--- src/hw/tf_flag_pkg.sv ---
package tf_flag_pkg;

   // width of a stream word and of a pattern word
   localparam int flag_data_w = 32;

   // amount, delay, remaining and elapsed cycle counters
   localparam int count_w = 32;

endpackage

--- src/hw/tf_done_report.sv ---
`timescale 1ns/1ps

module tf_done_report (
   input  logic                            clk,
   input  logic                            rst,
   input  logic                            run,
   input  logic                            done,
   input  logic                            done_ack,
   output logic                            done_req,
   output logic [tf_flag_pkg::count_w-1:0] done_cycles
);
   import tf_flag_pkg::*;

   typedef enum logic [1:0] {
      hs_idle,
      hs_req,
      hs_release
   } hs_state_t;

   hs_state_t          hs_state;
   logic [count_w-1:0] elapsed;
   logic               timing;   // between run and done
   logic               pending;  // finished, report not yet sent
   logic               done_q;
   logic               done_rise;

   assign done_rise = done && !done_q;

   always_ff @(posedge clk or posedge rst) begin
      if (rst) begin
         done_q  <= 1'b1;  // done is high out of reset
         timing  <= 1'b0;
         pending <= 1'b0;
         elapsed <= '0;
      end else begin
         done_q <= done;
         if (run) begin
            timing  <= 1'b1;
            pending <= 1'b0;
            elapsed <= '0;
         end else if (timing) begin
            elapsed <= elapsed + 1'b1;
            if (done_rise) begin
               timing  <= 1'b0;  // elapsed freezes here
               pending <= 1'b1;
            end
         end else if (pending && hs_state == hs_idle) begin
            pending <= 1'b0;
         end
      end
   end

   always_ff @(posedge clk or posedge rst) begin
      if (rst) begin
         hs_state <= hs_idle;
      end else begin
         case (hs_state)
            hs_idle:    if (pending && !run) hs_state <= hs_req;
            hs_req:     if (done_ack) hs_state <= hs_release;
            hs_release: if (!done_ack) hs_state <= hs_idle;
            default:    hs_state <= hs_idle;
         endcase
      end
   end

   always_ff @(posedge clk) begin
      if (hs_state == hs_idle && pending && !run) begin
         done_cycles <= elapsed;
      end
   end

   assign done_req = (hs_state == hs_req);

   // the host acknowledges before the request goes away
   a_req_held: assert property (@(posedge clk) disable iff (rst)
      $fell(done_req) |-> $past(done_ack));

endmodule

--- config.mk ---
export PLATFORM = sky130hd
export DESIGN_NAME = tf_done_report
export DESIGN_NICKNAME = d
export VERILOG_FILES = /design/src/hw/tf_flag_pkg.sv /design/src/hw/tf_done_report.sv
export SDC_FILE = /design/constraint.sdc
export NUM_CORES = 1
export LEC_CHECK = 0
export BUFFER_PORTS_ARGS = -buffer_cell sky130_fd_sc_hd__buf_2
export CAP_MARGIN = 10
export CORE_MARGIN = 5
export CORE_UTILIZATION = 60
export CTS_CLUSTER_DIAMETER = 50
export CTS_CLUSTER_SIZE = 20
export DETAILED_ROUTE_END_ITERATION = 10
export GPL_TIMING_DRIVEN = 0
export PLACE_DENSITY = 0.88
export SYNTH_ARGS = -nofsm -noshare
export SYNTH_HDL_FRONTEND = slang
export SYNTH_SLANG_ARGS = --single-unit
--- constraint.sdc ---
create_clock -name clk -period 10.75 [get_ports clk]
set_input_delay 1.075 -clock clk [delete_from_list [all_inputs] [get_ports clk]]
set_output_delay 1.075 -clock clk [all_outputs]
set_load 0.02 [all_outputs]
Word level (Yosys, flattened, before mapping)

Cells that the tools add are included.

Bits in registers: 69
Output and inout port bits: 33
Logic and storage cells: 37
Input bits: 5

Reduce and logical (&&, ||, !) cells: 11
Muxes and demuxes: 13
Add/sub/neg operators: 1
Equality and inequality tests: 6

Operators with widths:

| cell                                                            | count |
|---|---|
| 32-bit two-way mux                                              | 2 |
| 32-bit by 1-bit adder with 32-bit output, second input constant | 1 |
| 1-bit two-way mux                                               | 7 |
| 2-bit two-way mux                                               | 3 |
| 2-bit != test, second input constant                            | 3 |
| 2-bit case mux with 3 select lines                              | 1 |
| 1-bit logical AND                                               | 4 |
| 3-bit by 2-bit != test with 1-bit output, second input constant | 1 |
| 3-bit AND reduction                                             | 1 |
| 3-bit nonzero test                                              | 1 |
| 2-bit by 1-bit == test with 1-bit output, second input constant | 1 |
| 2-bit == test, second input constant                            | 1 |
| 1-bit zero test                                                 | 2 |
| 2-bit zero test                                                 | 1 |
| 2-bit AND reduction                                             | 1 |
| 2-bit nonzero test                                              | 1 |

Depth between registers and ports, before layout

Depth in word-level cells: 5
Gate-level depth with buffers: 6
Depth with buffers taken out: 5

Worst setup path before layout

Ideal clock, no wire load.

Path kind: input port to flip-flop
From: input port run
To: register done_cycles[0] (netlist bit) (enable)
Arrival time: 4.724 ns
Slack: 5.509 ns
Cell stages on the path: 2
Library setup time: 0.516 ns
Cells stage by stage: clkbuf_1 -> nor4b_1

Word-level cells in the longest chain between the ends: 2

RTL lines:

| item                 | RTL line             | source |
|---|---|---|
| start, declared      | tf_done_report.sv:6  | `input logic run,` |
| 1-bit zero test      | tf_done_report.sv:67 | `if (hs_state == hs_idle && pending && !run) begin` |
| 1-bit logical AND    | tf_done_report.sv:67 |  |
| end signal, assigned | tf_done_report.sv:68 | `done_cycles <= elapsed;` |
| end, declared        | tf_done_report.sv:10 | `output logic [tf_flag_pkg::count_w-1:0] done_cycles` |

Every way passes these cells.
A chain may end at the register's enable or synchronous reset.

Final worst setup path

From: input port run
To: register done_cycles[24] (netlist bit) (enable)

Same word-level chain as after synthesis.

==> reports/metrics.cfg <==
[logic_synthesis]
synth_warnings=0
synthesis.area_um2=2850
syn_nets=233
ys_seq_area_share_pct=66.2
synthArstFlopShare_pct=53.6
synth_top_cell_area_share_pct=33.7
avgSynthCellArea_um2=12.6
synth_top_area_cell=edfxtp_1
synth_cell_types=34
yosys-top-cells-count=36 x dfrtp_1, 32 x edfxtp_1, 18 x a21oi_1, 17 x nor2_1, 14 x nand2_1
ys_ff_latch=69
synth_edf_count=32
synth_most_common_cell=dfrtp_1
yosys-top-cells-area=edfxtp_1 34%, dfrtp_1 32%, a21oi_1 3.2%
synth-main-ff-cell=dfrtp_1
syn_inst=227

[sta]
period_minus_slack_ps=2580
rsz0062_at_grt=false
worst_clock_skew_ps=7.13
fin_tns_setup_ps=0
setup_viol=0
slew_headroom_pct=52.2
worst_pin_slew_ps=715
fmax_mhz=388
timing.final.crit_share_pct=24.0
hold_viol=0
drv_slew=0

[global_routing]
grt_max_degree=25
antenna_found_initial=0
track_usage_pct=19.6
grt_pass1_wl_mm=9.23
grt_overflow_total=0
grt_pass1_vias=1884

[die]
rows=25
die-width_um=78.9
start_util_pct=61.2
io_pins=38
dieArea_um2=6230
die_h_um=78.9
fp.coreArea_um2=4660

[drt]
drc=0
wl_per_cell_um=16.3
routed_wl_mm=5.51
vias=2038
drtIter0Drc=204
ant_nets=0
via_per_inst=6.03
drt_pass1_iterations=4

[worst_setup_path]
critPathLaunchType=input pin
r2r_end=elapsed[28]$_DFFE_PP0N_
critical_path_required_ps=10790
crit_end=done_cycles[24]$_DFFE_PP_
worst-setup-path-type=input pin to flip-flop
reg2reg_depth=5
arrival_ps=2620
worstReg2RegStart=elapsed[0]$_DFFE_PP0N_
setup.worst_path.end_class=flip-flop
reg2reg_slack_ps=8390
cp_max_fo=10
startpoint=run

[layout]
multi_input_area_um2=916
fillCellCount=303
final_cell_area_um2=3330
n_antenna_cell=0
nets=285
final_cells=338
drive_gt1_share_pct=22.5
seqCellArea_um2=1890
area_growth_syn_to_layout_pct=16.8

[clocking]
ctsHoldBuffers=0
clkLatencyLatePin_ps=340
cts_buffer_depth=2
cts_tree=built
ctsResizeCount=0
clock-sinks=69
htreeDepth=3
postCtsSetupBuffers=0
cts_root_buffer=clkbuf_8
cts_made_buffers=9
clkTransAtPathRegs_ps=70

[outcome]
status=finished clean

[pwr]
clockPowerShare_pct=36.8
power.leakage_uw=0.00130
power_uw=495
p_switching_uw=108
seq_power_share_pct=57.9
p_per_area_nw_per_um2=149
combinationalPowerShare_pct=5.3
p_int_uw=387
switching_share_pct=21.9
ir_worst_vdd_mv=0.0733

[place]
dp.cells=322
port_buffers=37
placed_cell_area_um2=3160
gp_congestion=0.813
dp_hpwl_mm=3.81

[run]
maxCapViolCount=0

[worst_hold_path]
hold_class=flip-flop to flip-flop

-- cell families after synthesis --
family          share of synthesized area (%)
compound gates                           7.46
simple gates                             18.8
flops                                    66.2
xor+xnor                                 3.69
buf+inv                                  1.89
fa+ha+maj                               0.439
mux                                      1.54
-- per-stage QoR --
stage | hold slack (ps) | util, % | worst slack (ps)
after CTS | 487 | 71.5 | 8140
after global placement | 452 | 66.6 | 4090
after floorplan | 439 | - | 5510
after global routing | 506 | 71.5 | 7960
after detailed placement | 463 | 67.8 | 7790
final | 488 | 71.5 | 8170
-- area by class of cell --
cell class	count	share of cell area, %
sequential	69	56.7
clock buffer	14	4.88
clock inverter	2	0.263
multi-input combinational	147	27.5
inverter	4	0.451
buffer	7	1.16
tap	54	2.03
timing repair buffer	41	7.06
-- worst min-delay path by stage --
stage | from | end | slack, ps | cells after the start
floorplan | elapsed[31]$_DFFE_PP0N_ | done_cycles[31]$_DFFE_PP_ | 440 | 0
global placement | elapsed[31]$_DFFE_PP0N_ | done_cycles[31]$_DFFE_PP_ | 450 | 0
detailed placement | elapsed[31]$_DFFE_PP0N_ | done_cycles[31]$_DFFE_PP_ | 460 | 0
CTS | elapsed[31]$_DFFE_PP0N_ | done_cycles[31]$_DFFE_PP_ | 490 | 0
global route | elapsed[31]$_DFFE_PP0N_ | done_cycles[31]$_DFFE_PP_ | 510 | 0
finish | elapsed[31]$_DFFE_PP0N_ | done_cycles[31]$_DFFE_PP_ | 490 | 0
-- metal layers --
| layer | track usage, % | vias up | wire length (µm) |
|---|---|---|---|
| met5 | 0 | - | 0 |
| met4 | 8.08 | 0 | 87 |
| met3 | 6.58 | 9 | 342 |
| met2 | 31.3 | 71 | 2740 |
| met1 | 24.7 | 999 | 2340 |
| li1 | - | 959 | - |
-- critical path: stages --
cell and delay, ps:
buf_2 110, clkbuf_1 240, nor4b_2 670, buf_4 310
buf_4 200
-- power groups by stage --
stage          registers (µW)  clock network, µW  logic, µW
6_report                  286                182       26.0
5_1_grt                   287                199       28.7
3_3_place_gp              292                  0       23.5
4_1_cts                   286                185       26.5
2_1_floorplan             295                  0       12.6
3_5_place_dp              292                  0       26.4
-- placed cells by master (no fill, tap or decap), types with 5 or more instances in the layout --
| cell | synthesis | final |
|---|---|---|
| nor2_1 | 17 | 17 |
| or4_1 | 8 | 8 |
| xor2_1 | 5 | 5 |
| buf_2 | 1 | 38 |
| o31ai_1 | 7 | 7 |
| nand4_1 | 10 | 10 |
| xnor2_1 | 7 | 7 |
| or3_1 | 12 | 12 |
| clkbuf_8 | 0 | 11 |
| a21oi_1 | 18 | 18 |
| clkbuf_1 | 4 | 7 |
| dfrtp_1 | 36 | 36 |
| nand3_1 | 7 | 7 |
| o21ai_0 | 11 | 11 |
| nor3_1 | 5 | 5 |
| nand2_1 | 14 | 14 |
| edfxtp_1 | 32 | 32 |
-- sequential cells by signal (all words and copies together) (netlist names) --
register / count
hs_state: 2
elapsed: 32
pending: 1
done_q: 1
done_cycles: 32
timing: 1
(Power assumes the default switching activity.)
