## src/hw/tf_bus_pkg.sv

```systemverilog
package tf_bus_pkg;

   // host bus geometry, word addressed
   localparam int bus_addr_w = 10;
   localparam int bus_data_w = 32;

   // pattern memory depth is 2**pat_addr_w words
   localparam int pat_addr_w = 8;

   // register offsets in the lower half of the address space
   localparam logic [bus_addr_w-1:0] reg_amount = 10'h000;  // matches to see
   localparam logic [bus_addr_w-1:0] reg_delay  = 10'h001;  // start delay in cycles
   localparam logic [bus_addr_w-1:0] reg_ctrl   = 10'h002;  // bit 0 run, bit 1 disable
   localparam logic [bus_addr_w-1:0] reg_status = 10'h003;  // bit 0 done
   localparam logic [bus_addr_w-1:0] reg_count  = 10'h004;  // matches seen since run

   // top address bit set selects the pattern memory
   localparam logic [bus_addr_w-1:0] pat_base = 10'h200;

endpackage

```

## src/hw/tf_memory_scanner.sv

```systemverilog
`timescale 1ns/1ps

module tf_memory_scanner #(
   parameter int mem_addr_w = tf_bus_pkg::pat_addr_w
) (
   input  logic                  clk,
   input  logic                  rst,
   input  logic                  restart,
   input  logic                  advance,
   output logic [mem_addr_w-1:0] rd_addr,
   output logic                  wait_busy
);

   logic [1:0] settle_cnt;

   always_ff @(posedge clk or posedge rst) begin
      if (rst) begin
         rd_addr <= '0;
      end else if (restart) begin
         rd_addr <= '0;
      end else if (advance) begin
         rd_addr <= rd_addr + 1'b1;  // no wrap handling, pattern is short
      end
   end

   // hold off while the registered read catches up with the new address
   always_ff @(posedge clk or posedge rst) begin
      if (rst) begin
         settle_cnt <= 2'd0;
      end else if (restart || advance) begin
         settle_cnt <= 2'd2;
      end else if (settle_cnt != 2'd0) begin
         settle_cnt <= settle_cnt - 2'd1;
      end
   end

   assign wait_busy = (settle_cnt != 2'd0);

   // the match engine must not count against a stale pattern word
   a_no_advance_busy: assert property (@(posedge clk) disable iff (rst)
      advance |-> !wait_busy);

endmodule

```

## config.mk

```make
export PLATFORM = sky130hd
export DESIGN_NAME = tf_memory_scanner
export DESIGN_NICKNAME = d
export VERILOG_FILES = /design/src/hw/tf_bus_pkg.sv /design/src/hw/tf_memory_scanner.sv
export SDC_FILE = /design/constraint.sdc
export NUM_CORES = 1
export LEC_CHECK = 0
export ABC_AREA = 1
export ABC_CLOCK_PERIOD_IN_PS = 1300
export BUFFER_PORTS_ARGS = -buffer_cell sky130_fd_sc_hd__buf_4
export CORE_AREA = 3 3 42 44
export DETAILED_ROUTE_END_ITERATION = 10
export DIE_AREA = 0 0 45 47
export SLEW_MARGIN = 20
export SYNTH_ARGS = -nofsm -noshare
export SYNTH_HDL_FRONTEND = slang
export SYNTH_SLANG_ARGS = --single-unit
```

## constraint.sdc

```tcl
create_clock -name clk -period 1.3 [get_ports clk]
set_clock_uncertainty 0.1 [all_clocks]
set_input_delay 0.13 -clock clk [delete_from_list [all_inputs] [get_ports clk]]
set_output_delay 0.13 -clock clk [all_outputs]
set_load 0.1 [all_outputs]
```

## Word-level counts from Yosys, hierarchy flattened

Index checks and enable logic that the tools add are counted.
W data, S select, Z words.

- Bits in registers: 10
- Word-level logic and storage cells: 12
- Output and inout port bits: 9
- Bits of input ports: 4

- Muxes and demuxes: 4
- Reductions and logical operators: 4
- $add $sub $neg: 2

Operators with widths:

| operator | count |
|---|---|
| $mux W8 | 2 |
| $add A8 B1 Y8 const B | 1 |
| $reduce_bool A2 Y1 | 3 |
| $mux W2 | 2 |
| $sub A2 B1 Y2 const B | 1 |
| $logic_or A1 B1 Y1 | 1 |

## Longest topological paths before layout

- Word-level depth: 3
- Depth in mapped cells: 6

## Worst setup path before layout

No wires, ideal clock.

- Path type: flip-flop to flip-flop
- Start point: register rd_addr[1]
- End point: register rd_addr[6]
- Data arrival time: 1683 ps
- Required time: 1079 ps
- Slack: -604 ps
- Stages on the path, launching flop included: 7
- Cells stage by stage: dfrtp_1 > ha_1 > inv_1 > nor2_2 > nand4_1 > nand2_1 > nor2_1

- Longest elaborated chain between the ends: 3

RTL lines:

| what | line | RTL |
|---|---|---|
| from (decl) | tf_memory_scanner.sv:10 | `output logic [mem_addr_w-1:0] rd_addr,` |
| from (signal assigned) | tf_memory_scanner.sv:22 | `rd_addr <= rd_addr + 1'b1;` |
| $add A8 B1 Y8 | tf_memory_scanner.sv:22 |  |
| $mux W8 | tf_memory_scanner.sv:21 | `end else if (advance) begin` |
| $mux W8 | tf_memory_scanner.sv:19 | `end else if (restart) begin` |

No other way between the ends. The select of a mux whose other input is x is not followed.
A chain may end at the register's enable or synchronous reset.

## Worst setup path in the final report

- Start point: register settle_cnt[0]
- End point: output wait_busy

- Longest elaborated chain between the ends: 1

RTL lines:

| what | line | RTL |
|---|---|---|
| from (decl) | tf_memory_scanner.sv:14 | `logic [1:0] settle_cnt;` |
| from (signal assigned) | tf_memory_scanner.sv:33 | `settle_cnt <= settle_cnt - 2'd1;` |
| $reduce_bool A2 Y1 | tf_memory_scanner.sv:37 | `assign wait_busy = (settle_cnt != 2'd0);` |
| to (decl) | tf_memory_scanner.sv:11 | `output logic wait_busy` |

No other way between the ends.

==> out/results.tsv <==
stage	metric	value	unit
die	design.core.area	1470	µm²
layout	seq_area	278	µm²
synthesis	ys_seq_area_share	45.1	%
sta	layout_min_cycle_time	1.40	ns
grt	gr-total-overflow	0	
cts	clkSinkCount	10	
grt	grt_first_pass_wirelength	1930	µm
power_and_ir_drop	p_switching	0.000247	W
synthesis	ys_ff_latch	10	
die	rows	14	
die	die_width	45	µm
worst_setup_path	required	1.07	ns
place	port_buffers	12	
grt	grt_pass1_vias	447	
layout	stdcell_count	107	
layout	n_antenna_cell	0	
route	drcViolationCount	0	
route	routed_wl	1230	µm
worst_setup_path	worstSetupPathType	reg -> out	
grt	grt_usage	13.1	%
power_and_ir_drop	p_leak	0.360	nW
outcome	status	finished, violations left	
synthesis	netlist_area	554	µm²
route	firstDrtPassIters	3	
synthesis	avgSynthCellArea	8.15	µm²
die	start_util	37.7	%
place	dp_hpwl	895	µm
cts	clock_latency	0.27	ns
route	via_count	517	
route	first_iter_violations	3	
grt	grt_max_degree	11	
layout	multi_input_area	297	µm²
flow_run	cap_violations	0	
power_and_ir_drop	p_seq_share	41.7	%
place	place.gp.congestion	0.723	
grt	antenna_found_initial	0	
power_and_ir_drop	intPower	0.000562	W
synthesis	netlist-cell-type-count	19	
sta	tightest_slew	0.384	ns
sta	grt_setup_unrepaired	true	
power_and_ir_drop	p_per_area	958	nW/µm²
sta	setup_viol	2	
outcome	violations	negative setup slack	
synthesis	yosysWarnings	0	
layout	nFillCells	132	
place	dp_cells	96	
sta	post-route-period-util	107	%
cts	numCtsBuffers	3	
die	ioPinCount	13	
die	die_h	47	µm
route	ant_nets	0	
synthesis	syn-instance-count	68	
cts	tritoncts	yes	
power_and_ir_drop	fin_total_pwr	0.000809	W
cts	cts.htree.levels	1	
cts	cts.clk_slew.worst_paths	0.07	ns
cts	cts-root-buf	clkbuf_4	
sta	slew_headroom	74.4	%
layout	syn_to_final_growth	52.4	%
synthesis	syn_nets	74	
power_and_ir_drop	combPwrFrac	22.8	%
power_and_ir_drop	switching_share	30.5	%
layout	final_layout_size_suffix_gt1_share	50.5	%
power_and_ir_drop	clock_power_share	35.4	%
route	wl_per_cell	11.5	µm
die	die_area	2120	µm²
cts	clockBufferDepth	2	
sta	setup_slack	-0.0963	ns
place	place_area	726	µm²
sta	drv_slew	0	
power_and_ir_drop	max-vdd-ir-drop	611	µV
worst_setup_path	worst-path-max-fanout	2	
sta	fmax	0.716	GHz
worst_setup_path	worstSetupEndpointType	output port	
route	vias_per_cell	4.83	
layout	final_area	845	µm²
worst_hold_path	hp-class	in -> reg	
sta	hold_viol_final	0	
layout	fin_nets	98	
worst_setup_path	arrival	1.17	ns
worst_setup_path	worst_setup_path_start_kind	flop	
-- Yosys cell counts --
| library cell | count | area share, % |
|---|---|---|
| a21oi_1 | 3 | 2.7 |
| nor2_1 | 10 | 6.8 |
| o211ai_1 | 1 | 1.4 |
| inv_2 | 2 | 1.4 |
| nand3_1 | 3 | 2.7 |
| nand2_1 | 11 | 7.4 |
| o21ai_0 | 3 | 2.7 |
| dfrtp_1 | 10 | 45 |
| ha_1 | 2 | 4.5 |
| nand4_1 | 2 | 2.3 |
| nand3b_1 | 1 | 1.4 |
| a31oi_1 | 1 | 1.1 |
| nor3_1 | 1 | 0.90 |
| nand2_4 | 1 | 2.0 |
| inv_1 | 10 | 6.8 |
| o21ai_1 | 1 | 0.90 |
| nor2_2 | 2 | 2.3 |
| nand3_2 | 2 | 3.6 |
| nor2_4 | 2 | 4.1 |
-- cells in the final DEF, fill, tap and decap left out, types with 2 or more instances in the layout --
cell type,instances
a21oi_1,3
buf_4,15
buf_6,2
clkbuf_4,3
dfrtp_1,2
dfrtp_4,7
ha_4,2
inv_1,6
inv_2,5
nand2_1,11
nand3_1,3
nand3_2,2
nand4_1,2
nor2_1,9
nor2_4,4
o21ai_1,3
-- metrics by stage --
stage | setup slack, ns | util [%] | TNS, ns | hold WS (ns)
6_report | -0.0963 | 57.4 | -0.116 | 0.0416
5_1_grt | -0.142 | 57.4 | -0.207 | 0.0450
4_1_cts | -0.0977 | 55.4 | -0.0977 | 0.0349
3_5_place_dp | 0.136 | 49.3 | 0 | 0.0415
3_3_place_gp | 0.148 | 49.3 | 0 | 0.0453
2_1_floorplan | -0.177 | - | -0.258 | -0.130
-- registers in the layout, summed over array words and instances (netlist names) --
register and cells:
rd_addr 8, settle_cnt 2
-- power by group through the flow --
stage | Combinational [W] | Clock [W] | Sequential (W)
6_report | 0.000185 | 0.000287 | 0.000338
5_1_grt | 0.000198 | 0.000320 | 0.000340
4_1_cts | 0.000173 | 0.000298 | 0.000338
3_5_place_dp | 0.000150 | 0 | 0.000345
3_3_place_gp | 0.000148 | 0 | 0.000344
2_1_floorplan | 0.0000733 | 0 | 0.000385
-- path summary, 6_finish.rpt --
path / cells past startpoint / slack [ns] / from / end
max: 4 / -0.1 / settle_cnt[0] / wait_busy
min: 3 / 0.04 / restart / settle_cnt[1]
max reg2reg: 7 / -0.02 / settle_cnt[0] / settle_cnt[0]
min reg2reg: 2 / 0.43 / settle_cnt[1] / settle_cnt[1]
max in group asynchronous: 3 / 0.50 / rst / rd_addr[4]
min in group asynchronous: 3 / 0.29 / rst / settle_cnt[1]
-- area by class of cell --
class	count	area share [%]
multi-input cells	46	35.1
inverters	12	5.78
flip-flops and latches	10	32.9
well taps	16	2.37
repair buffers	19	19.6
clock buffers	4	4.30
-- critical path, cell delays in order, from the launching register on --
cell,delay (ns)
dfrtp_1,0.39
inv_2,0.08
ha_4,0.15
clkinvlp_4,0.10
buf_12,0.17
-- cell families (layout without fill, tap and decap cells) --
kind of cell	Yosys count	after routing	share of synthesized area [%]
AOI/OAI and AO/OA	9	9	8.80
DFF	10	10	45.1
adders and majority gates	2	2	4.51
and+or+nand+nor	35	35	33.4
buffers and inverters	12	35	8.13
-- layer usage --
metal | part of all wire [%] | GRT usage (%) | up-vias
met2 | 50 | 20.3 | 11
met4 | 2.3 | 7.02 | 0
li1 | - | - | 268
met3 | 5.1 | 4.98 | 5
met5 | 0 | 0 | -
met1 | 43 | 15.6 | 233
-- timing repair --
item                                    CTS  global route
gates cloned                              0             0
hold endpoints to repair                 10             0
pin swaps                                 1             1
buffers inserted                          4             2
endpoints found under the setup margin    1             3
resized for setup                         3             4
hold buffers                              1             0
No activity file was read; power rests on OpenSTA's default activity.
