**config.mk**
```make
export PLATFORM = sky130hd
export DESIGN_NAME = tf_reg_decode
export DESIGN_NICKNAME = d
export VERILOG_FILES = /design/src/hw/tf_bus_pkg.sv /design/src/hw/tf_flag_pkg.sv /design/src/hw/tf_reg_decode.sv
export SDC_FILE = /design/constraint.sdc
export NUM_CORES = 1
export LEC_CHECK = 0
export BUFFER_PORTS_ARGS = -buffer_cell sky130_fd_sc_hd__buf_2
export CAP_MARGIN = 25
export CORE_AREA = 8 8 136 150
export DETAILED_ROUTE_END_ITERATION = 12
export DIE_AREA = 0 0 144 158
export GPL_TIMING_DRIVEN = 0
export SYNTH_ARGS = -nofsm -noshare
export SYNTH_HDL_FRONTEND = slang
export SYNTH_SLANG_ARGS = --single-unit
```
**constraint.sdc**
```tcl
create_clock -name clk -period 8.5 [get_ports clk]
set_input_delay 2.55 -clock clk [delete_from_list [all_inputs] [get_ports clk]]
set_output_delay 2.55 -clock clk [all_outputs]
set_load 0.05 [all_outputs]
```
**src/hw/tf_bus_pkg.sv**
```systemverilog
package tf_bus_pkg;

   // host bus geometry, word addressed
   localparam int bus_addr_w = 10;
   localparam int bus_data_w = 32;

   // pattern memory depth is 2**pat_addr_w words
   localparam int pat_addr_w = 8;

   // register offsets in the lower half of the address space
   localparam logic [bus_addr_w-1:0] reg_amount = 10'h000;  // matches to see
   localparam logic [bus_addr_w-1:0] reg_delay  = 10'h001;  // start delay in cycles
   localparam logic [bus_addr_w-1:0] reg_ctrl   = 10'h002;  // bit 0 run, bit 1 disable
   localparam logic [bus_addr_w-1:0] reg_status = 10'h003;  // bit 0 done
   localparam logic [bus_addr_w-1:0] reg_count  = 10'h004;  // matches seen since run

   // top address bit set selects the pattern memory
   localparam logic [bus_addr_w-1:0] pat_base = 10'h200;

endpackage

```
**src/hw/tf_flag_pkg.sv**
```systemverilog
package tf_flag_pkg;

   // width of a stream word and of a pattern word
   localparam int flag_data_w = 32;

   // amount, delay, remaining and elapsed cycle counters
   localparam int count_w = 32;

endpackage

```
**src/hw/tf_reg_decode.sv**
```systemverilog
`timescale 1ns/1ps

module tf_reg_decode (
   input  logic                              clk,
   input  logic                              rst,
   input  logic                              req,
   input  logic                              we,
   input  logic [tf_bus_pkg::bus_addr_w-1:0] addr,
   input  logic [tf_bus_pkg::bus_data_w-1:0] wdata,
   input  logic                              done,
   input  logic [tf_flag_pkg::count_w-1:0]   match_count,
   output logic                              ack,
   output logic [tf_bus_pkg::bus_data_w-1:0] rdata,
   output logic                              pat_we,
   output logic [tf_bus_pkg::pat_addr_w-1:0] pat_waddr,
   output logic [tf_bus_pkg::bus_data_w-1:0] pat_wdata,
   output logic [tf_flag_pkg::count_w-1:0]   amount,
   output logic [tf_flag_pkg::count_w-1:0]   delay0,
   output logic                              disabled,
   output logic                              run
);
   import tf_bus_pkg::*;
   import tf_flag_pkg::*;

   logic access;
   logic reg_wr;

   assign access = req && !ack;  // one access per req rising
   assign reg_wr = access && we && (addr < pat_base);

   // pattern writes go straight through on the access edge
   assign pat_we    = access && we && (addr >= pat_base);
   assign pat_waddr = addr[pat_addr_w-1:0];
   assign pat_wdata = wdata;

   always_ff @(posedge clk or posedge rst) begin
      if (rst) begin
         ack <= 1'b0;
      end else if (access) begin
         ack <= 1'b1;
      end else if (!req) begin
         ack <= 1'b0;  // release once host drops req
      end
   end

   always_ff @(posedge clk or posedge rst) begin
      if (rst) begin
         amount   <= '0;
         delay0   <= '0;
         disabled <= 1'b0;
         run      <= 1'b0;
      end else begin
         run <= reg_wr && (addr == reg_ctrl) && wdata[0];  // self clearing
         if (reg_wr) begin
            case (addr)
               reg_amount: amount <= count_w'(wdata);
               reg_delay:  delay0 <= count_w'(wdata);
               reg_ctrl:   disabled <= wdata[1];
               default: ;
            endcase
         end
      end
   end

   always_ff @(posedge clk) begin
      if (access && !we) begin
         case (addr)
            reg_amount: rdata <= bus_data_w'(amount);
            reg_delay:  rdata <= bus_data_w'(delay0);
            reg_ctrl:   rdata <= bus_data_w'({disabled, 1'b0});  // run reads as 0
            reg_status: rdata <= bus_data_w'(done);
            reg_count:  rdata <= bus_data_w'(match_count);
            default:    rdata <= '0;  // pattern memory is write only
         endcase
      end
   end

   // ack only comes up in answer to a request
   a_ack_needs_req: assert property (@(posedge clk) disable iff (rst)
      $rose(ack) |-> $past(req));

endmodule

```
* Word-level counts from Yosys, hierarchy flattened *
Index checks and enable logic that the tools add are counted.

word-level totals
  input port bits = 79
  bits in registers = 99
  logic and storage cells = 29
  bits in read-only memories = 0
  output and inout bits = 140
  memories kept = 0
  RAM bits = 0
  bits in latches = 0

cells by class
  equal/unequal tests = 5
  shift operators = 0
  mux-type cells = 3
  divide/modulo/power cells = 0
  bitwise operators = 0
  $lt $le $gt $ge = 2
  reduce and logical (&&, ||, !) cells = 13
  add/subtract/negate cells = 0
  multiply operators = 0

operator list
  operator              count
  $pmux 32 s5           1
  $eq 10x2->1 const B   2
  $eq 10x1->1 const B   1
  $eq 10x3->1 const B   1
  $ge 10x10->1 const B  1
  $logic_not 10->1      1
  $lt 10x10->1 const B  1
  $logic_and 1x1->1     7
  $reduce_and 2->1      3
  $logic_not 1->1       2
  $mux 1                2
  $ne 2x1->1 const B    1

* Depth between registers and ports, before layout *
  word-level depth = 6
  depth in mapped cells = 5
  mapped depth without buffers = 3

* Worst setup path after synthesis *
OpenSTA, ideal clock, no wires.

  path kind = input-to-output
  start point = in addr[9] (netlist bit)
  end point = out pat_we
  path buffers = 0
  setup slack = 2.900 ns
  arrival time = 3.050 ns
  cell stages on the path = 1
  data required time = 5.950 ns
  cells stage by stage = and4b_1

on the way
  longest elaborated chain between the ends = 2

ends and longest elaborated chain
  what               line                 source
  from (decl)        tf_reg_decode.sv:8   input logic [tf_bus_pkg::bus_addr_w-1:0] addr,
  $ge 10x10->1       tf_reg_decode.sv:32  assign pat_we = access && we && (addr >= pat_base);
  $logic_and 1x1->1  tf_reg_decode.sv:32
  to (decl)          tf_reg_decode.sv:14  output logic pat_we,

Every way passes these cells.

* Worst setup path after layout *
Ends and elaborated chain as after synthesis.

==> flow_summary.toml <==
[detailed_routing]
detail_route.iter0.violations = 179
dr_total_vias = 3709
routed_wire_length_per_instance_um = 19.23
final_antenna_net_count = 0
drt-pass1-iter-count = 4
drt_drc_violations_left = 0
route.final.wire_length_mm = 16.14
vias_per_cell = 4.421

[critical_path]
timing.critical_path.arrival_ps = 3120
path_max_fanout = 3
worst_path_max_delay_cell = "sky130_fd_sc_hd__buf_2"
endpoint_required_time_on_the_critical_path_ps = 5950
crit_path_frequent_cell = "sky130_fd_sc_hd__buf_2"
cp_cell_sequence = "buf_2, and4b_1, buf_2"
timing.critical_path.to_type = "output pin"
largest_stage_delay_on_the_critical_path_ps = 260
worstSetupStartpointType = "primary input"
r2r-end = "rdata[18]"
reg2reg_slack_ps = 6780
crit_buf_inv = 2
timing.critical_path.max_delay_family = "buffers and inverters"
critical_path.reg2reg.startpoint = "ack"
rr_worst_depth = 3
start_to_end_type_of_the_worst_setup_path = "primary input to output pin"

[floorplanning]
die_y_um = 158
top_level_ports = 219
std_cell_rows = 52
dieArea_mm2 = 0.02275
core_mm2 = 0.01802
floorplan.die.width_um = 144
effective_utilization_at_floorplan = 0.2728

[synthesis]
synth_top_cell_by_area = "sky130_fd_sc_hd__dfrtp_1"
netlist_area_mm2 = 0.004917
synthesis.area_per_instance_um2 = 13.70
synth.top_cell.area_share = 0.3410
post_synth_xor_area_fraction = 0
post_synth_main_area_contributors = "sky130_fd_sc_hd__dfrtp_1, sky130_fd_sc_hd__edfxtp_1, sky130_fd_sc_hd__mux2_4, sky130_fd_sc_hd__mux2i_1, sky130_fd_sc_hd__buf_4"
synthesis.nets = 438
synth_cells = 359
ys_seq_area_frac = 0.5364
synth_mux_area_frac = 0.2453
ys_types = 28
yosys.area_share.adder = 0
basic_gate_share_of_the_synthesized_area_counting_and_or_nand_and_nor_cells = 0.08321
synth_compound_gate_area_share = 0.04606
synth_top_family_by_area = "multiplexers"
synth-warning-count = 0
synth-seq-cells = 99

[power]
vdd_drop_max_mv = 0.08159
leakage_uw = 0.003605
pwr_density_cell_mw_per_mm2 = 169.9

[sta]
relSlewSlack = 0.3992
period_utilisation_layout = 0.6671
hold_viol_final = 0
finalWorstSetupSlack_ps = 2829
measured_slew_at_the_worst_slew_check_pin_ps = 901.1
setup-tns-final_ps = 0
final.setup_skew_ps = 6.596
setup_viol = 0
timing.final.max_slew_violations = 0
max_freq_mhz = 176.3
rsz0062_at_grt = "false"
post-route-min-period_ps = 5671

[clocking]
tritoncts = "yes"
cts_setup_buffers = 0
cts_num_sinks = 99
clk_pin_slew_ps = 70
root_buffer = "sky130_fd_sc_hd__clkbuf_16"
post_cts_resized = 0
clk_path_buf_depth = 2
cts_max_level = 3
number_of_cts_inserted_buffers = 9
cts_hold_buf = 0
insertion_delay_ps = 350

[cells_and_area]
final_layout_size_suffix_gt1_frac = 0.6336
fillers = 1793
finalNetCount = 669
area_growth_from_synthesis_to_layout_pct = 36.59
final_core_util = 0.3727

[placed_design]
place_congestion = 0.8070
portBuffers = 217
dp.final_hpwl_mm = 12.18
dp_slack_ps = 2826

[grt]
grt_antenna_before_repair = 1
grt_use_total = 0.1415
vias_in_the_first_global_route = 4020
grt_pass1_wl_mm = 24.12
largest_net_degree_at_the_start_of_global_routing = 68
grt_overflow_total = 0

[run]
max-cap-violations = 0

[worst_hold_path]
min_delay_path_depth = 1
worstHoldEndpoint = "delay0[24]"
hold_path_class = "flip-flop to flip-flop"
min_from = "delay0[24]"

[run_status]
outcome = "completed"
## worst max path at each step
stage          slack [ps]   endpoint  cells past startpoint  startpoint
2_1_floorplan        2900     pat_we                      1     addr[9]
3_3_place_gp         1090  rdata[17]                      2          we
3_5_place_dp         2830     pat_we                      3     addr[9]
4_1_cts              2830     pat_we                      3     addr[9]
5_1_grt              2810     pat_we                      3     addr[9]
6_report             2830     pat_we                      3     addr[9]
## metal layers
layer	up-vias	part of all wire	global-route usage
met5	-	0	0
met4	0	0.017	0.05013
li1	1699	-	-
met2	128	0.50	0.2465
met3	18	0.063	0.03167
met1	1864	0.42	0.1670
## placed cells by master, fill, tap and decap left out
cell type and n:
sky130_fd_sc_hd__buf_2 222, sky130_fd_sc_hd__dfrtp_1 67, sky130_fd_sc_hd__mux2_4 41, sky130_fd_sc_hd__buf_4 40, sky130_fd_sc_hd__mux2i_1 32, sky130_fd_sc_hd__edfxtp_1 32, sky130_fd_sc_hd__mux2_2 24, sky130_fd_sc_hd__nand2_1 20
sky130_fd_sc_hd__or2_2 18, sky130_fd_sc_hd__a21oi_1 18, sky130_fd_sc_hd__nor2_1 14, sky130_fd_sc_hd__a2bb2oi_1 12, sky130_fd_sc_hd__clkbuf_1 10, sky130_fd_sc_hd__buf_6 9, sky130_fd_sc_hd__clkbuf_16 9, sky130_fd_sc_hd__bufinv_16 4
sky130_fd_sc_hd__nor4_4 2, sky130_fd_sc_hd__and4bb_2 2, sky130_fd_sc_hd__nand4_4 2, sky130_fd_sc_hd__nand3b_1 2, sky130_fd_sc_hd__o32ai_1 2, sky130_fd_sc_hd__diode_2 1, sky130_fd_sc_hd__and2b_1 1, sky130_fd_sc_hd__buf_1 1
sky130_fd_sc_hd__a21o_1 1, sky130_fd_sc_hd__nor3_1 1, sky130_fd_sc_hd__a31oi_1 1, sky130_fd_sc_hd__inv_1 1, sky130_fd_sc_hd__nor3b_1 1, sky130_fd_sc_hd__nand4_1 1, sky130_fd_sc_hd__nor3b_2 1, sky130_fd_sc_hd__and4b_1 1
sky130_fd_sc_hd__inv_4 1, sky130_fd_sc_hd__inv_6 1, sky130_fd_sc_hd__clkinvlp_4 1
## kinds of logic (layout without fill, tap and decap cells)
family,count (synthesis),after routing
AO/OA/AOI/OAI,34,34
buffers and inverters,63,299
flip-flops,99,99
multiplexers,97,97
other,0,1
AND/OR/NAND/NOR,66,66
## registers in the layout, indices dropped and copies added (netlist names)
name      flops
rdata        32
disabled      1
run           1
amount       32
delay0       32
ack           1
## power breakdown
part	switching (uW)	internal (uW)	total [uW]
registers	1.31	493	495
logic	92.3	48.7	141
clock network	187	319	506
total	280	861	1140
## synth_stat cells
library cell and instances:
sky130_fd_sc_hd__dfrtp_1 67, sky130_fd_sc_hd__mux2_4 41, sky130_fd_sc_hd__buf_4 40, sky130_fd_sc_hd__edfxtp_1 32, sky130_fd_sc_hd__mux2i_1 32, sky130_fd_sc_hd__mux2_2 24, sky130_fd_sc_hd__nand2_1 20, sky130_fd_sc_hd__a21oi_1 18
sky130_fd_sc_hd__or2_2 18, sky130_fd_sc_hd__nor2_1 14, sky130_fd_sc_hd__a2bb2oi_1 12, sky130_fd_sc_hd__clkbuf_1 9, sky130_fd_sc_hd__buf_6 6, sky130_fd_sc_hd__buf_2 5, sky130_fd_sc_hd__and4bb_2 2, sky130_fd_sc_hd__inv_1 2
sky130_fd_sc_hd__nand3b_1 2, sky130_fd_sc_hd__nand4_4 2, sky130_fd_sc_hd__nor3b_1 2, sky130_fd_sc_hd__nor4_4 2, sky130_fd_sc_hd__o32ai_1 2, sky130_fd_sc_hd__a21o_1 1, sky130_fd_sc_hd__a31oi_1 1, sky130_fd_sc_hd__and2b_1 1
sky130_fd_sc_hd__and4b_1 1, sky130_fd_sc_hd__buf_1 1, sky130_fd_sc_hd__nand4_1 1, sky130_fd_sc_hd__nor3_1 1
## worst reg2reg max path, delay by kind of cell, from the launching register on
family | cells | cell delay, ps
AND/OR/NAND/NOR | 1 | 580
buffers and inverters | 2 | 430
flip-flops | 1 | 410
## per-stage QoR
stage	power (uW)	area, um2	hold slack, ps	instances
after floorplan	596.6	4917	880.3	359
after global placement	644.6	6307	512.5	819
after detailed placement	647.4	6349	515.4	822
after CTS	1154	6714	532.1	838
after global routing	1180	6716	554.5	839
final	1141	6716	536.0	839
## final cells by class
cell class                      instances  area [um2]  share of cell area
Clock inverter                          6       136.4             0.02031
Inverter                                2       10.01            0.001490
Sequential cell                        99        2638              0.3927
Multi-Input combinational cell        197        1847              0.2750
Clock buffer                           10       229.0             0.03409
Timing Repair Buffer                  220        1120              0.1667
Antenna cell                            1       2.502           0.0003726
Buffer                                 61       430.4             0.06408
Tap cell                              243       304.0             0.04527
Power figures use the tool's default switching activity.
