## src/hw/tf_flag_pkg.sv

```systemverilog
package tf_flag_pkg;

   // width of a stream word and of a pattern word
   localparam int flag_data_w = 32;

   // amount, delay, remaining and elapsed cycle counters
   localparam int count_w = 32;

endpackage

```

## src/hw/tf_match_exec.sv

```systemverilog
`timescale 1ns/1ps

module tf_match_exec #(
   parameter int data_w = tf_flag_pkg::flag_data_w
) (
   input  logic                            clk,
   input  logic                            rst,
   input  logic                            run,
   input  logic                            disabled,
   input  logic [tf_flag_pkg::count_w-1:0] amount,
   input  logic [tf_flag_pkg::count_w-1:0] delay0,
   input  logic                            in_valid,
   input  logic [data_w-1:0]               in_data,
   input  logic [data_w-1:0]               current_value,
   input  logic                            wait_busy,
   output logic                            advance,
   output logic                            match,
   output logic                            done,
   output logic [tf_flag_pkg::count_w-1:0] match_count
);
   import tf_flag_pkg::*;

   logic [count_w-1:0] delay_cnt;
   logic [count_w-1:0] remaining;
   logic               armed;
   logic               start;

   assign start = run && !disabled;

   // listening once the start delay is over and matches are still owed
   assign armed = !run && !disabled && (delay_cnt == '0) && (remaining != '0);

   assign advance = armed && !wait_busy && in_valid && (in_data == current_value);
   assign match   = advance;  // flag follows each counted match
   assign done    = (remaining == '0);

   always_ff @(posedge clk or posedge rst) begin
      if (rst) begin
         delay_cnt   <= '0;
         remaining   <= '0;
         match_count <= '0;
      end else if (start) begin
         delay_cnt   <= delay0;
         remaining   <= amount;
         match_count <= '0;
      end else begin
         if (delay_cnt != '0) begin
            delay_cnt <= delay_cnt - 1'b1;
         end
         if (advance) begin
            remaining   <= remaining - 1'b1;
            match_count <= match_count + 1'b1;
         end
      end
   end

   // once exhausted, remaining only moves again through a new run
   a_no_underflow: assert property (@(posedge clk) disable iff (rst)
      (remaining == '0) && !start |=> (remaining == '0));

endmodule

```

## config.mk

```make
export PLATFORM = sky130hd
export DESIGN_NAME = tf_match_exec
export DESIGN_NICKNAME = d
export VERILOG_FILES = /design/src/hw/tf_flag_pkg.sv /design/src/hw/tf_match_exec.sv
export SDC_FILE = /design/constraint.sdc
export NUM_CORES = 1
export LEC_CHECK = 0
export BUFFER_PORTS_ARGS = -buffer_cell sky130_fd_sc_hd__buf_2
export CORE_MARGIN = 2
export CORE_UTILIZATION = 54
export DETAILED_ROUTE_END_ITERATION = 8
export PLACE_DENSITY = 0.83
export SYNTH_ARGS = -nofsm -noshare
export SYNTH_HDL_FRONTEND = slang
export SYNTH_SLANG_ARGS = --single-unit
```

## constraint.sdc

```tcl
create_clock -name clk -period 5 [get_ports clk]
set_clock_uncertainty 0.1 [all_clocks]
set_input_delay 1 -clock clk [delete_from_list [all_inputs] [get_ports clk]]
set_output_delay 1 -clock clk [all_outputs]
set_load 0.03 [all_outputs]
```

---- After elaboration in Yosys (flattened, before gate mapping) ----
Index checks and enable logic that the tools add are counted.
storage, ports and cells
  flip-flop bits (word level) ............. 96
  input port bits ......................... 134
  output and inout bits ................... 35
  word-level logic and storage cells ...... 29
operators by class
  $add $sub $neg .......................... 3
  equality and inequality tests ........... 1
  multiplexer cells ....................... 6
  reduce and logical (&&, ||, !) cells .... 16
operators with widths
  cell                                                 number
  2-to-1 mux 32 bit                                    6
  logical NOT 32 bit                                   2
  nonzero test 32 bit                                  2
  subtractor 32 x 1 -> 32 bit (second input constant)  2
  adder 32 x 1 -> 32 bit (second input constant)       1
  == test 32 bit                                       1
  logical AND 1 bit                                    7
  nonzero test 2 bit                                   2
  logical NOT 1 bit                                    3

---- Longest topological paths before layout ----
Gate-level depths: netlist of run 1.
  depth in word-level cells ............... 9
  mapped depth ............................ 12
  depth with buffers taken out ............ 10

---- Worst setup path before layout of run 1 ----
OpenSTA, ideal clock, no wires.
  kind .................................... register to output
  start ................................... register delay_cnt[0]
  end ..................................... output port match
  arrival time ............................ 3.307 ns
  data required time ...................... 3.900 ns
  path slack .............................. 0.593 ns
  stages on the path, launching flop included .. 13
  buffers on the path ..................... 5
  cell sequence ........................... dfrtp_1 > inv_1 > ha_1 > or4b_1 > buf_2 > nor4b_4 > nand3_2 > or3_1 > buf_2 > buf_6 > clkbuf_1 > nor2_1 > buf_4
between the ends
  word-level cells in the longest chain between the ends .. 6
ends and longest elaborated chain
  element                         RTL line             RTL
  start, declared                 tf_match_exec.sv:23  logic [count_w-1:0] delay_cnt;
  start signal, assigned          tf_match_exec.sv:43  delay_cnt <= delay0;
  start signal, assigned          tf_match_exec.sv:48  delay_cnt <= delay_cnt - 1'b1;
  logical NOT 32 bit              tf_match_exec.sv:31  assign armed = !run && !disabled && (delay_cnt == '0) && (remaining != '0);
  logical AND 1 bit (2 in a row)  tf_match_exec.sv:31
  logical AND 1 bit (3 in a row)  tf_match_exec.sv:33  assign advance = armed && !wait_busy && in_valid && (in_data == current_value);
  end, declared                   tf_match_exec.sv:17  output logic match,
No other way between the ends.

---- Final worst setup path of run 1 ----
  start ................................... register remaining[12]
  end ..................................... output port advance
between the ends
  word-level cells in the longest chain between the ends .. 5
ends and longest elaborated chain
  element                         RTL line             RTL
  start, declared                 tf_match_exec.sv:24  logic [count_w-1:0] remaining;
  start signal, assigned          tf_match_exec.sv:44  remaining <= amount;
  start signal, assigned          tf_match_exec.sv:51  remaining <= remaining - 1'b1;
  nonzero test 32 bit             tf_match_exec.sv:31
  logical AND 1 bit               tf_match_exec.sv:31
  logical AND 1 bit (3 in a row)  tf_match_exec.sv:33
  end, declared                   tf_match_exec.sv:16  output logic advance,
No other way between the ends.

==> flow_summary.toml, run 1 <==
[grt]
grt_pass1_wl_um = 28370
first_global_vias = 5859
grt_max_degree = 79
grt_use_total_pct = 27.83
grt-ovfl-total = 0
antenna_found_initial = 0

[power]
clkPwrFrac_pct = 36.0
power.switching_mw = 0.5649
p_leak_nw = 3.124
peakVddDrop_v = 0.0002336
pwr_density_cell_nw_per_um2 = 264.6
swShare_pct = 28.84
intPower_mw = 1.394
p_comb_share_pct = 16.0
power_frac_seq_pct = 48.0
finalPower_mw = 1.959

[place]
dp.cells = 999
placed_cell_area_um2 = 7104
post-dp-hpwl_um = 11850
io_buffers = 168
gp_congestion = 0.8541

[cts]
cts_setup_buffers = 0
cts_buffers = 9
cts_resized = 0
tritoncts = "done"
cts.path.max_buffers = 2
clkTransAtPathRegs_ps = 70
cts.sinks = 96
cts.htree.levels = 3
clock-root-buffer = "clkbuf_16"
clk_latency_ps = 360
cts_hold_buf = 0

[floorplanning]
coreArea_um2 = 11320
dieWidth_um = 111.2
die_y_um = 111.2
initial_utilization_pct = 54.82
io_pins = 169
rows = 39
die-area_um2 = 12370

[worst_setup_path]
rr_endpoint = "remaining[29]"
crit_chain = "or4_1 -> or4_1 -> nor3_1 -> nand2_1 -> inv_2 -> nor2_1 -> buf_2"
critPathLaunch = "remaining[12]"
cpMostUsedCell = "or4_1"
crit_buf_inv = 2
critPathLaunchType = "register"
critPathCapture = "advance"
arrival_ps = 3260
crit_family = "simple AND/OR/NAND/NOR gates"
worstReg2RegStart = "delay_cnt[0]"
path_depth = 7
slowest_delay_ps = 670
r2r_setup_slack_ps = 1200
path_class = "register to output port"
ff2ff_path_depth = 10
cp-end-kind = "output port"
cp.required_ps = 3900
critPathSlowestCell = "or4_1"
cp_max_fo = 14

[layout]
multiInputGateArea_um2 = 3522
area_delta_synth_final_pct = 19.27
fin_area_um2 = 7402
fin_cells = 1015
fin_nets = 1004
diodes = 0
layout_commonest_cell = "buf_2"
nFillCells = 997
drive_gt1_share_pct = 24.31
regArea_um2 = 2402
final_cell_mix = "buf_2 (168), dfrtp_1 (96), nor2_1 (65)"

[sta]
timing.fmax_mhz = 229.3
setup_viol = 0
hold_viol_final = 0
slew_headroom_pct = 21.18
fin_setup_tns_ps = 0
hold_slack_ps = 419.4
grt_setup_unrepaired = "no"
tightest_slew_ps = 1180
timing.final.crit_share_pct = 87.22
period_minus_slack_ps = 4361
drv_slew = 0

[yosys]
synth_xor_area_share_pct = 6.915
synth_fa_ha_area_share_pct = 0.6048
synth_compound_area_share_pct = 15.30
yosysSeqAreaShare_pct = 38.71
synthMuxAreaShare_pct = 2.581
syn_inst = 729
synth_ff_type = "dfrtp_1"
syn_nets = 866
synth-simple-area-share_pct = 31.17
synthDistinctLibCells = 48
synth_edf_count = 0
netlist_area_um2 = 6206
synth_seq_cells = 96
synth_top_family_by_area = "simple AND/OR/NAND/NOR gates"
yosysWarningCount = 0
synthArstFlopShare_pct = 100.0
syn_area_per_cell_um2 = 8.513

[job]
cap_viol_max_count = 0

[drt]
first_pass_iters = 6
drt-initial-drc-count = 431
finalWirelength_um = 16950
antenna_left = 0
post_drt_wl_per_cell_um = 16.70
via_count = 6220
drcViolationCount = 0
vias_per_cell = 6.128

[hold_path]
hp-start = "match_count[19]"
min_path_type = "register to register"

[status]
status = "complete, no violations"
==> synth_stat cells (3+ instances only) <==
cell type   n  share of area (%)
nor4_1     28                2.8
xnor2_1    10                1.4
nand3_1    24                1.9
and4_1      5               0.71
dfrtp_1    96                 39
a21oi_1    32                2.6
nor2b_1     5               0.50
clkbuf_1   42                2.5
or3_1      15                1.5
ha_1        3               0.60
a31o_2      6               0.85
buf_2       6               0.48
a31oi_1    29                2.9
o21a_1      3               0.36
nand3b_1   13                1.6
o31ai_1    28                3.4
nor3_1     28                2.3
o211ai_1    4               0.48
nand4b_1    6               0.85
xor2_1     39                5.5
o21ai_0    30                2.4
nand4_1    33                3.3
or4_1      35                4.2
nor2_1     65                3.9
o41ai_1     7               0.99
inv_1      14               0.85
buf_6       3               0.54
nand2_1    61                3.7
nand2b_1    5               0.50
and3_1     11                1.1
mux2i_1    16                2.6
o31a_1      3               0.42
==> logic make-up after synthesis <==
group / after synthesis
multiplexers: 16
AND/OR/NAND/NOR: 348
adder cells (fa/ha/maj): 3
XOR/XNOR: 49
flip-flops: 96
buffers and inverters: 68
AO/OA/AOI/OAI: 149
==> per-layer routing <==
| layer | up-vias | track usage, % | part of all wire, % |
|---|---|---|---|
| li1 | 3017 | - | - |
| met1 | 2921 | 36.91 | 42 |
| met2 | 257 | 45.65 | 47 |
| met3 | 25 | 6.889 | 8.4 |
| met4 | 0 | 7.737 | 1.7 |
| met5 | - | 0 | 0 |
==> registers in the layout, indices dropped and copies added, names as in the netlist <==
name         cells
match_count     32
remaining       32
delay_cnt       32
==> stage by stage <==
step	util, %	setup slack, ps
global route	65.38	400.6
CTS	65.38	680.3
global placement	62.75	1075
detailed placement	62.75	1010
finish	65.38	638.9
floorplan	-	592.8
==> how the worst min path moves through the flow <==
stage | endpoint | slack (ps) | depth (start not counted)
finish | match_count[19] | 420 | 1
global route | match_count[19] | 450 | 1
CTS | match_count[19] | 420 | 1
detailed placement | match_count[19] | 410 | 1
global placement | match_count[19] | 400 | 1
floorplan | delay_cnt[21] | 420 | 2
==> layout make-up <==
class,instances,share of cell area (%)
Clock buffer,9,3.043
Clock inverter,7,0.9804
Inverter,15,0.7776
Multi-Input combinational cell,565,47.58
Sequential cell,96,32.45
Tap cell,143,2.417
Timing Repair Buffer,180,12.75
==> power by group through the flow <==
| stage | clock network [mW] | logic, mW | registers [mW] |
|---|---|---|---|
| floorplan | 0 | 0.213 | 0.927 |
| global placement | 0 | 0.302 | 0.946 |
| detailed placement | 0 | 0.314 | 0.950 |
| CTS | 0.714 | 0.316 | 0.937 |
| global route | 0.743 | 0.357 | 0.952 |
| finish | 0.705 | 0.313 | 0.940 |
Power figures use the tool's default switching activity.
==> inputs of run 2 (changes only) <==
--- a/config.mk
+++ b/config.mk
@@ -6,10 +6,12 @@
 export NUM_CORES = 1
 export LEC_CHECK = 0
 export BUFFER_PORTS_ARGS = -buffer_cell sky130_fd_sc_hd__buf_2
+export CAP_MARGIN = 20
+export CORE_ASPECT_RATIO = 0.9
 export CORE_MARGIN = 2
 export CORE_UTILIZATION = 54
 export DETAILED_ROUTE_END_ITERATION = 8
-export PLACE_DENSITY = 0.83
+export PLACE_DENSITY = 0.82
 export SYNTH_ARGS = -nofsm -noshare
 export SYNTH_HDL_FRONTEND = slang
 export SYNTH_SLANG_ARGS = --single-unit
==> run 2 against run 1 <==
Sequential cell count is the same. Setup slack lost 84 ps. Sequential power is essentially flat. Highest routed layer unchanged. Core utilization shrank 0.079 points. Final cell count grew 1.3%. Largest power group unchanged.
==> flow_summary.toml, run 2 (synthesis gave the netlist of run 1 again) <==
[grt]
antenna_found_initial = 1
first_global_vias = 5682
grt-ovfl-total = 0
grt_use_total_pct = 26.87
grt_max_degree = 79
grt_pass1_wl_um = 26640

[power]
peakVddDrop_v = 0.0001870
power_frac_seq_pct = 48.2
intPower_mw = 1.403
clkPwrFrac_pct = 35.8
finalPower_mw = 1.945
power.switching_mw = 0.5423
p_comb_share_pct = 16.0
pwr_density_cell_nw_per_um2 = 262.6
swShare_pct = 27.88
p_leak_nw = 3.112

[layout]
area_delta_synth_final_pct = 19.35
fin_area_um2 = 7407
final_cell_mix = "buf_2 (168), dfrtp_1 (96), nor2_1 (65)"
finish.utilization_pct = 65.31
fin_nets = 1004
drive_gt1_share_pct = 24.23
layout_commonest_cell = "buf_2"
fin_cells = 1028
reg_top3 = "delay_cnt: 32 flops, match_count: 32 flops, remaining: 32 flops"

[worst_setup_path]
critPathLaunchType = "register"
crit_chain = "inv_1 -> ha_1 -> or4b_1 -> nor4b_4 -> nand3_2 -> or3_2 -> nor2_1 -> buf_2"
cp.required_ps = 3900
cp-end-kind = "output port"
arrival_ps = 3350
path_class = "register to output port"
critPathSlowestCell = "nor4b_4"
cp_max_fo = 9
slowest_delay_ps = 590

[sta]
fin_setup_tns_ps = 0
slew_headroom_pct = 39.37
fin_ws_ps = 554.6
hold_slack_ps = 422.1
period_minus_slack_ps = 4445
setup_viol = 0
timing.fmax_mhz = 225.0
timing.final.crit_share_pct = 88.91
drv_slew = 0
grt_setup_unrepaired = "no"
tightest_slew_ps = 908.4
hold_viol_final = 0

[floorplanning]
coreArea_um2 = 11340
rows = 37
die-area_um2 = 12370
dieWidth_um = 117
io_pins = 169
die_y_um = 105.7
initial_utilization_pct = 54.72

[cts]
clk_latency_ps = 350
cts_hold_buf = 0
cts.path.max_buffers = 2
tritoncts = "done"
clkTransAtPathRegs_ps = 60
clock-root-buffer = "clkbuf_16"
cts_buffers = 9
cts.htree.levels = 3
cts_setup_buffers = 0
cts_resized = 0
cts.sinks = 96

[place]
post-dp-hpwl_um = 11590
dp_slack_ps = 955.5
gp_congestion = 0.8338
dp.cells = 1012
io_buffers = 168
placed_cell_area_um2 = 7108

[drt]
vias_per_cell = 5.962
post_drt_wl_per_cell_um = 15.95
drt-initial-drc-count = 436
first_pass_iters = 5
via_count = 6129
antenna_left = 0
finalWirelength_um = 16400
drcViolationCount = 0

[job]
cap_viol_max_count = 0

[hold_path]
min_path_type = "register to register"

[status]
status = "complete, no violations"
[run 2: cell count changes in the layout (fill, tap and decap cells not counted)]
cell,before,now
buf_12,1,0
diode_2,0,1
clkbuf_8,0,1
buf_4,11,12
clkinv_4,2,0
clkinvlp_4,2,3
clkinv_2,3,2
[run 2: per-layer routing]
metal	GRT usage, %	vias up	part of all wire [%]
met4	9.496	0	1.9
met5	0	-	0
met2	41.41	217	46
met3	5.463	27	7.0
li1	-	3018	-
met1	37.57	2867	45
[run 2: worst paths after layout]
path                                 start               to  slack (ps)  depth (start not counted)
min                        match_count[14]  match_count[14]         420                          1
min reg2reg                match_count[14]  match_count[14]         420                          1
max reg2reg                   delay_cnt[0]    remaining[29]        1050                          9
max in group asynchronous              rst    delay_cnt[24]        3000                          3
min in group asynchronous              rst     remaining[0]         720                          2
max                           delay_cnt[0]          advance         550                          8
[run 2: layout make-up]
cell class / count / area [µm²]
clock buffer: 10 / 239.0
inverter: 15 / 57.56
antenna: 1 / 2.502
tap: 156 / 195.2
sequential: 96 / 2402
clock inverter: 5 / 57.56
timing repair buffer: 180 / 930.9
fill: 979 / 3935
multi-input combinational: 565 / 3522
[run 2: worst max-delay path: cells and delay by family, from the launching register on]
kind,cells,cell delay [ps]
fa+ha+maj,1,220
buf+inv,2,310
flops,1,390
simple gates,5,2080
[run 2: power groups by stage]
stage	Sequential, mW	Combinational [mW]	Clock (mW)
after floorplan	0.927	0.213	0
after global placement	0.946	0.303	0
after detailed placement	0.949	0.312	0
after CTS	0.936	0.313	0.707
after global routing	0.950	0.352	0.739
final	0.938	0.311	0.696
==> inputs of run 3 (changes only) <==
--- a/config.mk
+++ b/config.mk
@@ -5,13 +5,16 @@
 export SDC_FILE = /design/constraint.sdc
 export NUM_CORES = 1
 export LEC_CHECK = 0
+export ABC_AREA = 1
 export BUFFER_PORTS_ARGS = -buffer_cell sky130_fd_sc_hd__buf_2
 export CAP_MARGIN = 20
+export CELL_PAD_IN_SITES_DETAIL_PLACEMENT = 0
+export CELL_PAD_IN_SITES_GLOBAL_PLACEMENT = 1
 export CORE_ASPECT_RATIO = 0.9
 export CORE_MARGIN = 2
-export CORE_UTILIZATION = 54
+export CORE_UTILIZATION = 25
 export DETAILED_ROUTE_END_ITERATION = 8
-export PLACE_DENSITY = 0.82
+export PLACE_DENSITY_LB_ADDON = 0.1
 export SYNTH_ARGS = -nofsm -noshare
 export SYNTH_HDL_FRONTEND = slang
 export SYNTH_SLANG_ARGS = --single-unit
==> run 3 against run 2 <==
Setup slack better by 660 ps. Routed wire length up 60%. Non-clock buffer count down 5. Cell area up 28%. Fmax up 17%. First-iteration DRC count down 29%. Worst hold slack worse by 1.6 ps. Global-route usage down 11 points. Sequential share of layout area down 7.0 points. Critical path depth up 2. Final cell count up 74%. Clock-buffer cell count up 1. Critical endpoint unchanged.
==> flow_summary.toml, run 3 <==
[status]
status = "complete, no violations"

[yosys]
yosysWarningCount = 0
synthArstFlopShare_pct = 100.0
synth_edf_count = 0
synth_seq_cells = 96
syn_area_per_cell_um2 = 6.475
synthTopCellsByCount = "nand2_1 (402), nor2_1 (200), inv_1 (113), dfrtp_1 (96), nand3_1 (63)"
synth_area_leader_cell = "dfrtp_1"
yosysSeqAreaShare_pct = 30.31
syn_inst = 1224
synth_top_area_share_pct = 30.31
synth.area.top_cells = "dfrtp_1 (30%), nand2_1 (19%), nor2_1 (9.5%), nand3_2 (7.7%), inv_1 (5.4%)"
synth_ff_type = "dfrtp_1"
yosysMostFrequentCell = "nand2_1"
netlist_area_um2 = 7925
synthDistinctLibCells = 40
syn_nets = 1361

[floorplanning]
coreArea_um2 = 31060
die_y_um = 172.9
die-area_um2 = 33140
io_pins = 169
dieWidth_um = 191.7
rows = 61
initial_utilization_pct = 25.51

[hold_path]
min_path_type = "register to register"
min_to = "remaining[1]"
hp-start = "remaining[1]"
min_path_cells = 2

[grt]
grt_max_degree = 87
grt_pass1_wl_um = 43060
grt-ovfl-total = 0
grt_use_total_pct = 16.27
first_global_vias = 7976
antenna_found_initial = 0

[drt]
drcViolationCount = 0
vias_per_cell = 4.485
first_pass_iters = 4
drt-initial-drc-count = 308
via_count = 8002
antenna_left = 0
finalWirelength_um = 26250
post_drt_wl_per_cell_um = 14.71

[worst_setup_path]
cp-end-kind = "output port"
slowest_delay_ps = 400
critPathLaunchType = "register"
arrival_ps = 2690
ff2ff_path_depth = 13
cp_max_fo = 9
crit_chain = "inv_1 -> ha_1 -> nand3_2 -> nor2_4 -> inv_1 -> nor3_1 -> nand4_1 -> or2_2 -> nor2_1 -> buf_2"
rr_endpoint = "remaining[5]"
worstReg2RegStart = "delay_cnt[0]"
r2r_setup_slack_ps = 1870
cpMostUsedCell = "inv_1"
cp.required_ps = 3900
critPathSlowestCell = "dfrtp_1"
path_class = "register to output port"
critPathLaunch = "delay_cnt[0]"

[cts]
cts.htree.levels = 3
cts.sinks = 96
clock-root-buffer = "clkbuf_16"
cts_hold_buf = 0
cts_setup_buffers = 0
cts_buffers = 9
tritoncts = "done"
clkTransAtPathRegs_ps = 80
cts_resized = 0
cts.path.max_buffers = 2
clk_latency_ps = 360

[sta]
period_minus_slack_ps = 3790
timing.final.crit_share_pct = 75.80
setup_viol = 0
timing.fmax_mhz = 263.8
tightest_slew_ps = 899.7
fin_setup_tns_ps = 0
fin_ws_ps = 1210
hold_viol_final = 0
slew_headroom_pct = 40.02
drv_slew = 0
grt_setup_unrepaired = "no"

[layout]
finish.utilization_pct = 30.46
fin_nets = 1506
area_delta_synth_final_pct = 19.39
reg_top3 = "delay_cnt: 32 flops, match_count: 32 flops, remaining: 32 flops"
drive_gt1_share_pct = 21.25
final_cell_mix = "nand2_1 (402), nor2_1 (199), buf_2 (168)"
layout_commonest_cell = "nand2_1"
fin_area_um2 = 9462
nFillCells = 3618

[place]
io_buffers = 168
gp_congestion = 0.7716
placed_cell_area_um2 = 9136
dp_slack_ps = 1211
post-dp-hpwl_um = 19400

[power]
pwr_density_cell_nw_per_um2 = 268.7
p_leak_nw = 4.859
peakVddDrop_v = 0.0001499

[job]
cap_viol_max_count = 0
## run 3: worst max-delay path, delay by kind of cell, from the launching register on
| kind | cells | cell delay [ps] |
|---|---|---|
| buffers and inverters | 3 | 440 |
| flip-flops | 1 | 400 |
| AND/OR/NAND/NOR | 6 | 1270 |
| adder cells (fa/ha/maj) | 1 | 230 |
## run 3: layer usage
metal,GRT usage [%],wire length (µm)
met2,25.18,11200
met1,23.85,13730
met3,2.496,1016
met4,3.237,295
met5,0,0
## run 3: per-stage QoR
| stage | instances | hold slack (ps) | power [mW] |
|---|---|---|---|
| after floorplan | 1224 | 375.6 | 1.533 |
| after global placement | 1767 | 393.6 | 1.767 |
| after detailed placement | 1767 | 397.9 | 1.768 |
| final | 1784 | 420.5 | 2.543 |
| after global routing | 1783 | 464.3 | 2.749 |
| after CTS | 1783 | 418.9 | 2.591 |
## run 3: report_power, final
group / switching (mW) / internal (mW)
Clock: 0.345 / 0.453
Sequential: 0.135 / 0.880
Combinational: 0.453 / 0.278
## run 3: kinds of logic after synthesis
kind of cell,synth area share [%]
simple gates,48.53
buf+inv,8.573
flops,30.31
compound gates,6.362
xor+xnor,5.747
fa+ha+maj,0.4737
## run 3: final cells by class
type,instances,area [µm²],share of cell area [%]
antenna,1,2.502,0.02645
clock buffer,11,242.7,2.565
clock inverter,5,80.08,0.8463
inverter,122,465.4,4.919
multi-input combinational,965,4851,51.27
sequential,96,2402,25.39
tap,409,511.7,5.409
timing repair buffer,175,905.9,9.574
## run 3: how the worst max path moves through the flow
stage              end  depth (start not counted)
5_1_grt        advance                         10
2_1_floorplan    match                         10
4_1_cts        advance                         10
3_3_place_gp   advance                          9
3_5_place_dp   advance                          9
6_report       advance                         10
